## src/logic/snake_pkg.sv

```systemverilog
// field geometry and tile codes shared by the food-placement blocks
// coordinates are 6 bits wide, so the field may not exceed 64 tiles per axis
`default_nettype none

package snake_pkg;

    // field size in tiles
    localparam int MAP_WIDTH  = 62;
    localparam int MAP_HEIGHT = 46;

    localparam int COORD_W = 6;

    // points stay one tile away from the border on each side
    localparam int RANGE_X = MAP_WIDTH - 2;
    localparam int RANGE_Y = MAP_HEIGHT - 2;

    // seed counter values after reset
    localparam int SEED_X_START = 1;
    localparam int SEED_Y_START = 23;

    // both snakes start vertical, head at the top
    localparam int START_LENGTH = 3;

    localparam int START_POS_X = 10;
    localparam int START_POS_Y = 20;

    localparam int START_POS_X_2 = 50;
    localparam int START_POS_Y_2 = 20;

    // one code per map position
    typedef enum logic [1:0] {
        EMPTY  = 2'd0,
        SNAKE1 = 2'd1,
        SNAKE2 = 2'd2,
        POINT  = 2'd3
    } tile_t;

    typedef enum logic {
        MENU = 1'b0,
        GAME = 1'b1
    } game_mode_t;

endpackage

`default_nettype wire

```

## src/logic/axis_picker.sv

```systemverilog
// seed counter and point coordinate for one field axis
// RANGE must not exceed 63; a point of 0 means no point has been placed yet
`timescale 1ns/10ps
`default_nettype none

module axis_picker #(
    parameter int RANGE      = snake_pkg::RANGE_X,
    parameter int SEED_START = snake_pkg::SEED_X_START
) (
    input  wire logic                           clk_75,
    input  wire logic                           rst,
    input  wire logic                           menu,
    input  wire logic                           start,
    input  wire logic                           pick,
    input  wire logic [snake_pkg::COORD_W-1:0]  seed_in,
    output logic      [snake_pkg::COORD_W-1:0]  seed,
    output logic      [snake_pkg::COORD_W-1:0]  point,
    output logic                                point_upd
);

    localparam int CW = snake_pkg::COORD_W;

    // one extra bit so the seed sum cannot overflow before the modulo
    localparam logic [CW:0] RANGE_W = (CW + 1)'(RANGE);

    logic [CW:0]   seed_sum;
    logic [CW-1:0] start_point;
    logic [CW-1:0] lfsr_next;
    logic [CW-1:0] pick_point;

    // shift up, feedback from bit 5 into bits 0 and 1
    function automatic logic [CW-1:0] lfsr_step(input logic [CW-1:0] v);
        return {v[4:1], v[0] ^ v[5], v[5]};
    endfunction

    assign seed_sum    = {1'b0, seed} + {1'b0, seed_in};
    assign start_point = CW'(seed_sum % RANGE_W) + CW'(1);

    assign lfsr_next  = lfsr_step(point);
    assign pick_point = CW'({1'b0, lfsr_next} % RANGE_W) + CW'(1);

    // free-running while the menu is shown, frozen in game
    always_ff @(posedge clk_75) begin
        if (rst) begin
            seed <= CW'(SEED_START);
        end else if (menu) begin
            if (seed == CW'(RANGE - 1)) begin
                seed <= '0;
            end else begin
                seed <= seed + CW'(1);
            end
        end
    end

    // start wins if a pick lands in the same cycle
    always_ff @(posedge clk_75) begin
        if (rst) begin
            point <= '0;
        end else if (start) begin
            point <= start_point;
        end else if (pick) begin
            point <= pick_point;
        end
    end

    always_ff @(posedge clk_75) begin
        if (rst) begin
            point_upd <= 1'b0;
        end else begin
            point_upd <= start || pick;
        end
    end

endmodule

`default_nettype wire

```

## config.mk

```make
export PLATFORM = sky130hd
export DESIGN_NAME = axis_picker
export DESIGN_NICKNAME = d
export VERILOG_FILES = /design/src/logic/snake_pkg.sv /design/src/logic/axis_picker.sv
export SDC_FILE = /design/constraint.sdc
export NUM_CORES = 1
export LEC_CHECK = 0
export BUFFER_PORTS_ARGS = -buffer_cell sky130_fd_sc_hd__buf_2
export CORE_ASPECT_RATIO = 1.4
export CORE_MARGIN = 5
export CORE_UTILIZATION = 50
export CTS_CLUSTER_DIAMETER = 80
export DETAILED_ROUTE_END_ITERATION = 10
export GPL_TIMING_DRIVEN = 0
export PLACE_DENSITY = 0.74
export SLEW_MARGIN = 25
export SYNTH_ARGS = -nofsm -noshare
export SYNTH_HDL_FRONTEND = slang
export SYNTH_SLANG_ARGS = --single-unit
```

## constraint.sdc

```tcl
create_clock -name clk_75 -period 5.7 [get_ports clk_75]
set_input_delay 0.285 -clock clk_75 [delete_from_list [all_inputs] [get_ports clk_75]]
set_output_delay 0.285 -clock clk_75 [all_outputs]
set_load 0.01 [all_outputs]
```

# --- Yosys cells after proc, flatten, opt, wreduce, memory -nomap -nowiden ---
# Cells that the tools add are included.
# W data, S select, Z words.
word_totals:
  wordCells: 16
  register_bits: 13
  inputBits: 11
classes:
  n_reduce_logical: 2
  eq_ne: 1
  n_bitwise: 1
  div_mod_pow: 2
  add_sub_neg: 4
  muxes: 3
ops:
  columns: ["cell", "count"]
  rows:
  - ["$add A6 B1 Y6 const B", 3]
  - ["$mux W6", 3]
  - ["$add A6 B6 Y7", 1]
  - ["$mod A6 B6 Y7 const B", 1]
  - ["$mod A7 B6 Y7 const B", 1]
  - ["$eq A6 B6 Y1 const B", 1]
  - ["$reduce_bool A2 Y1", 1]
  - ["$logic_or A1 B1 Y1", 1]
  - ["$xor A1 B1 Y1", 1]

# --- Logic depth before layout (Yosys ltp) ---
# Gate-level depths: netlist (run 1).
logic_depth:
  depth_word: 5
  depth_mapped: 14
  depth_no_buf: 14

# --- Worst setup path after synthesis (run 1) ---
# No wires, ideal clock.
synth_timing:
  path_kind: "reg2reg"
  start: "register seed[0] in the netlist's numbering"
  end: "register point[5] in the netlist's numbering"
  slack_ps: 2001
  setup_ps: 117
  stages_incl_launch_ff: 15
  arrival_ps: 3581
  path_buffers: 0
  path_cell_list: "dfxtp_1 > ha_1 > fa_1 > a211o_1 > a21o_1 > a31oi_2 > inv_1 > ha_1 > a21boi_1 > a41oi_1 > a22o_1 > a31oi_1 > mux2i_1 > or4_1 > a32o_1"
synth_via:
  elab_chain_len: 4
synth_rtl:
  columns: ["element", "line_no", "text"]
  rows:
  - ["start: declaration", "axis_picker.sv:16", "output logic [snake_pkg::COORD_W-1:0] seed,"]
  - ["start signal: assignment", "axis_picker.sv:45", "seed <= CW'(SEED_START);"]
  - ["start signal: assignment", "axis_picker.sv:50", "seed <= seed + CW'(1);"]
  - ["$add A6 B6 Y7", "axis_picker.sv:36", "assign seed_sum = {1'b0, seed} + {1'b0, seed_in};"]
  - ["$mod A7 B6 Y7", "axis_picker.sv:37", "assign start_point = CW'(seed_sum % RANGE_W) + CW'(1);"]
  - ["$add A6 B1 Y6", "axis_picker.sv:37", null]
  - ["$mux W6", "axis_picker.sv:59", "end else if (start) begin"]
  - ["end signal: assignment", "axis_picker.sv:60", "point <= start_point;"]
  - ["end signal: assignment", "axis_picker.sv:62", "point <= pick_point;"]
  - ["end: declaration", "axis_picker.sv:17", "output logic [snake_pkg::COORD_W-1:0] point,"]
# No other way between the ends.
# A chain may end at the register's enable or synchronous reset.

# --- Worst setup path after layout (run 1) ---
# Ends and elaborated chain as after synthesis.

==> qor.yml, run 1 <==
outcome: "complete, no violations"
post-route-drc-count: 0
synth_edf_count: 0
post_cts_resized: 0
antenna_left: 0
max_stage_delay_ns: 0.58
die_area_um2: 3420
dieWidth_um: 50.9
gr-total-overflow: 0
dr.pass1.iters: 4
clk_path_buf_depth: 2
root_buffer: "clkbuf_4"
hold_buffers: 0
maxCapViolations: 0
yosysSeqAreaShare_pct: 22.3
rsz0062_at_grt: "no"
fin_setup_tns_ns: 0
cts_tree: "built"
worst_pin_slew_ns: 0.430
area.sequential_um2: 260
clock_latency_ns: 0.28
num_vias: 1150
cts_buffers: 3
path_max_fanout: 6
setup_viol: 0
relSlewSlack_pct: 71.4
path_cells: "ha_1 > fa_1 > a211o_1 > a21o_1 > a31oi_2 > inv_1 > ha_1 > a21boi_1 > a41oi_1 > a22o_1 > a31oi_1 > mux2i_1 > or4_1 > a32o_1"
max-vdd-ir-drop_v: 0.000223
start_kind: "register"
grt_first_pass_wirelength_um: 4800
via_per_inst: 6.08
path_clk_slew_ns: 0.08
clock_skew_ns: 0.00723
gp_congestion: 0.836
wl_per_cell_um: 14.7
cp_data_arrival_time_ns: 4.23
finalWorstSetupSlack_ns: 1.65
antenna_found_initial: 0
min_path_type: "input port to register"
grt_pass1_vias: 1172
die_y_um: 67.2
syn-num-nets: 164
path_class: "register to register"
critPathTopFamily: "compound AO/OA/AOI/OAI gates"
clock-sinks: 13
avgSynthCellArea_um2: 8.29
core_area_um2: 2200
synthArstFlopShare_pct: 0
p_per_area_nw_per_um2: 214
grt_use_total_pct: 17.5
synth_seq_cells: 13
ctsHtreeMaxLevel: 1
syn_area_um2: 1170
syn_inst: 141
hold_violations: 0
grt_max_degree: 11
drt_wl_total_um: 2780
cp_slowest_cell: "or4_1"
cp-end-kind: "register"
fmax_mhz: 247
post_cts_buffers: 0
multiInputGateArea_um2: 866
yosysUniqueCellTypes: 46
rows: 20
drive_gt1_share_pct: 22.2
fin_crit_ns: 4.05
initial_utilization_pct: 53.1
io_pins: 24
fill_cells: 206
drt_first_iter_violations: 30
timing.critical_path.mode_cell: "ha_1"
n_antenna_cell: 0
areaGrowthSynthToFinish_pct: 14.0
numPortBuffers: 22
critPathRequiredTime_ns: 5.87
cp.buffers_inverters: 1
synth_warnings: 0
power_leakage_uw: 0.000649
pre_cts_ws_ns: 1.71
nets: 191
dp_hpwl_um: 2310
ys.flop_type: "dfxtp_1"
drv_slew: 0
finalCritPeriodShare_pct: 71.1
## metal layers
metal	global-route usage (%)	up-vias	part of all wire, %	wire length, um
met2	34.9	31	54	1490
met4	4.15	0	1.7	46
met3	4.86	9	6.2	172
met5	0	-	0	0
met1	17.3	544	39	1070
li1	-	566	-	-
## per-stage QoR
stage | power [uW] | instances | cell area, um^2 | hold slack, ns | util, %
after detailed placement | 229 | 185 | 1310 | 0.477 | 59.3
final | 286 | 189 | 1330 | 0.323 | 60.5
after global placement | 223 | 185 | 1310 | 0.468 | 59.3
after global routing | 308 | 189 | 1330 | 0.344 | 60.5
after CTS | 287 | 189 | 1330 | 0.321 | 60.5
after floorplan | 196 | 141 | 1170 | 0.437 | -
## worst min-delay path, stage by stage
cell and delay, ns:
buf_2 0.14, inv_1 0.07, o31ai_1 0.07
## sequential cells by signal, summed over array words and instances (netlist names)
signal and cells:
seed 6, point 6, point_upd 1
## power breakdown
| group | leakage, uW | total, uW | internal [uW] | switching (uW) |
|---|---|---|---|---|
| clock network | 0.0000150 | 58.4 | 27.2 | 31.2 |
| registers | 0.000107 | 108 | 99.3 | 8.62 |
| logic | 0.000527 | 119 | 52.7 | 66.6 |
## cells in the final DEF, fill, tap and decap left out, drive strengths merged, types with 4 or more instances in the layout
cell type / n
a21o: 4
a21oi: 7
a31oi: 4
buf: 23
clkbuf: 5
dfxtp: 13
ha: 11
inv: 9
mux2i: 4
nand2: 11
nor2: 18
nor2b: 6
xnor2: 5
xor2: 5
## path summary, 6_finish.rpt
kind,slack (ns),to,depth (start not counted),start
worst max register to register,1.65,point[5],14,seed[0]
worst min register to register,0.49,point[1],2,point[1]
worst min-delay path,0.32,seed[0],3,menu
worst max-delay path,1.65,point[5],14,seed[0]
## cell type report
class	instances	share of cell area (%)
multi-input combinational	117	65.0
sequential	13	19.5
timing repair buffer	22	8.26
inverter	9	2.54
tap	22	2.07
clock buffer	4	1.97
buffer	2	0.657
## kinds of logic after synthesis
kind of cell	share of synthesized area, %
compound gates	25.2
simple gates	23.6
buf+inv	3.64
flops	22.3
xor+xnor	7.49
mux	4.39
fa+ha+maj	13.5
## synth_stat cells (2+ instances only)
cell type,count,area (um^2)
a211o_1,3,26.3
a21o_1,4,30.0
a21oi_1,6,30.0
a22o_1,2,17.5
a31oi_1,2,12.5
dfxtp_1,13,260
ha_1,11,138
inv_1,9,33.8
mux2i_1,4,40.0
nand2_1,11,41.3
nand3_1,3,15.0
nand4_1,2,12.5
nor2_1,18,67.6
nor2b_1,6,37.5
nor4_1,2,12.5
o21a_1,2,15.0
o21ai_0,2,10.0
o31ai_1,3,22.5
or2_2,3,18.8
xnor2_1,5,43.8
xor2_1,5,43.8
No activity file was read; power rests on OpenSTA's default activity.
==> run 2: changes to the inputs <==
--- a/config.mk
+++ b/config.mk
@@ -8,11 +8,11 @@
 export BUFFER_PORTS_ARGS = -buffer_cell sky130_fd_sc_hd__buf_2
 export CORE_ASPECT_RATIO = 1.4
 export CORE_MARGIN = 5
-export CORE_UTILIZATION = 50
+export CORE_UTILIZATION = 49
 export CTS_CLUSTER_DIAMETER = 80
 export DETAILED_ROUTE_END_ITERATION = 10
 export GPL_TIMING_DRIVEN = 0
-export PLACE_DENSITY = 0.74
+export PLACE_DENSITY = 0.75
 export SLEW_MARGIN = 25
 export SYNTH_ARGS = -nofsm -noshare
 export SYNTH_HDL_FRONTEND = slang
==> constraint.sdc (replaced) <==
create_clock -name clk_75 -period 3.6 [get_ports clk_75]
set_input_delay 0.18 -clock clk_75 [delete_from_list [all_inputs] [get_ports clk_75]]
set_output_delay 0.18 -clock clk_75 [all_outputs]
set_load 0.01 [all_outputs]
==> run 2 against run 1 <==
  * Register-to-register slack got worse by 1.6 ns
  * Total power grew 67%
  * Sequential cell count is the same
  * First-iteration DRC count is 17% lower
  * Count of clock-buffer cells in the layout is 1 lower
  * Global-route usage up 0.28 points
  * Critical path depth increased by 1
  * Cell count grew 5.3%
  * Cell area up 8.8%
==> qor.yml, run 2 (same netlist as run 1, synthesis figures left out) <==
rsz0062_at_grt: "yes"
worstReg2RegStart: "seed[0]"
critPathRequiredTime_ns: 3.79  # -2.08 ns
numPortBuffers: 22  # unchanged
grt_pass1_vias: 1147  # -2.1%
drt_first_iter_violations: 25  # -17%
drt_wl_total_um: 2930  # +5.2%
areaGrowthSynthToFinish_pct: 24.1
dpl.cell_count: 186  # +0.54%
relSlewSlack_pct: 68.8  # -2.5 points
via_per_inst: 5.94  # -2.3%
cp.buffers_inverters: 2  # +1
clock_skew_ns: 0.00498  # -0.00224 ns
p_per_area_nw_per_um2: 329  # +54%
dieWidth_um: 51.3  # +0.82%
reg2reg_to: "point[5]"
antenna_left: 0  # unchanged
path_cells: "ha_4 > fa_2 > a211o_1 > nand2_2 > a31oi_4 > inv_2 > ha_1 > a21boi_2 > a41oi_2 > a22o_1 > buf_4 > a211o_1 > a31o_1 > or4_1 > a32o_1"
timing.critical_path.mode_cell: "a211o_1"
maxCapViolations: 0  # unchanged
fin_crit_ns: 3.58  # -0.469 ns
clock-sinks: 13  # unchanged
setup_viol: 0  # unchanged
start_kind: "register"
final_cell_mix: "23 x buf_2, 18 x nor2_1, 10 x nand2_1, 10 x ha_1, 10 x dfxtp_1"
timing.hold.ws_ns: 0.214  # -0.109 ns
rr_worst_depth: 15  # +1
grt_use_total_pct: 17.8  # +0.28 points
final_common_cell: "buf_2"
antenna_found_initial: 0  # unchanged
worst_pin_slew_ns: 0.467  # +0.0377 ns
finalCritPeriodShare_pct: 99.5  # +28 points
hold_buffers: 0  # unchanged
dp_hpwl_um: 2210  # -4.0%
clk_path_buf_depth: 2  # unchanged
grt_first_pass_wirelength_um: 4760  # -0.71%
hold_end: "seed[0]"
path_max_fanout: 4  # -2
hold_violations: 0  # unchanged
fin_setup_tns_ns: 0  # unchanged
root_buffer: "clkbuf_4"
critPathTopFamily: "compound AO/OA/AOI/OAI gates"
cp_data_arrival_time_ns: 3.77  # -0.46 ns
path_clk_slew_ns: 0.09  # about the same
gp_congestion: 0.916  # +9.6%
drv_slew: 0  # unchanged
gr-total-overflow: 0  # unchanged
dr.pass1.iters: 5  # +1
min_path_cells: 3  # unchanged
num_vias: 1183  # +2.9%
largestRegisters: "point (6), seed (6), point_upd (1)"
core_area_um2: 2340  # +6.2%
drive_gt1_share_pct: 32.4  # +10 points
pre_cts_ws_ns: -0.231  # -1.94 ns
fill_cells: 199  # -3.4%
wl_per_cell_um: 14.7  # about the same
clock_latency_ns: 0.28  # about the same
n_antenna_cell: 0  # unchanged
min_from: "menu"
fmax_mhz: 279  # +13%
grt_max_degree: 11  # unchanged
min_path_type: "input port to register"
cts_buffers: 3  # unchanged
io_pins: 24  # unchanged
post-route-drc-count: 0  # unchanged
outcome: "complete, no violations"
cp_slowest_cell: "or4_1"
finalWorstSetupSlack_ns: 0.0163  # -1.63 ns
nets: 200  # +4.7%
power_leakage_uw: 0.000696  # +7.2%
cts_tree: "built"
path_class: "register to register"
rows: 21  # +5.0%
regToRegSetupSlack_ns: 0.02  # -1.63 ns
cp-end-kind: "register"
max-vdd-ir-drop_v: 0.000216  # -3.3%
die_area_um2: 3480  # +1.7%
max_stage_delay_ns: 0.46  # -0.12 ns
ctsHtreeMaxLevel: 1  # unchanged
final_cell_count_no_fill: 199  # +5.3%
die_y_um: 67.8  # +0.86%
initial_utilization_pct: 50.0  # -3.1 points
## run 2: repair_timing
action	in CTS	in global routing
resized for setup	4	7
endpoints found under the hold margin	0	0
setup buffers	6	3
setup endpoints to repair	1	2
pin swaps	4	9
## run 2: stage by stage
stage / power (uW) / area [um^2] / util [%]
6_report: 477 / 1450 / 62.0
5_1_grt: 512 / 1450 / 62.0
4_1_cts: 468 / 1390 / 59.5
3_5_place_dp: 360 / 1310 / 56.1
3_3_place_gp: 354 / 1310 / 56.1
2_1_floorplan: 310 / 1170 / -
## run 2: metal layers
layer / share of wire (%) / routed length, um / global-route usage [%] / up-vias
met4: 2.2 / 63 / 7.54 / 0
met3: 3.1 / 91 / 2.43 / 7
met5: 0 / 0 / 0 / -
li1: - / - / - / 582
met1: 40 / 1170 / 17.0 / 567
met2: 55 / 1600 / 36.8 / 27
## run 2: area by class of cell
class	count	area, um^2	share of cell area, %
clock buffer	3	22.5	1.55
inverter	9	33.8	2.33
sequential	13	267	18.4
clock inverter	1	5.00	0.345
timing repair buffer	31	178	12.3
buffer	2	8.76	0.604
multi-input combinational	117	907	62.6
tap	23	28.8	1.98
## run 2: worst min-delay path, cell delays in order
cell     delay, ns
buf_2         0.14
inv_1         0.08
o31ai_1       0.07
## run 2: worst max-delay path by stage
stage,startpoint,endpoint,slack (ns),cells past startpoint
floorplan,seed[0],point[5],0.01,14
global placement,seed[0],point[5],-0.18,14
detailed placement,seed[0],point[5],-0.23,14
CTS,seed[0],point[5],0.004,15
global route,seed[0],point[5],-0.12,15
finish,seed[0],point[5],0.02,15
## run 2: report_power, final
group	leakage [uW]	switching (uW)	total (uW)	internal, uW
clock	0.0000177	53.0	94.2	41.3
sequential	0.000108	12.6	170	158
combinational	0.000570	112	213	101
total	0.000696	178	477	299
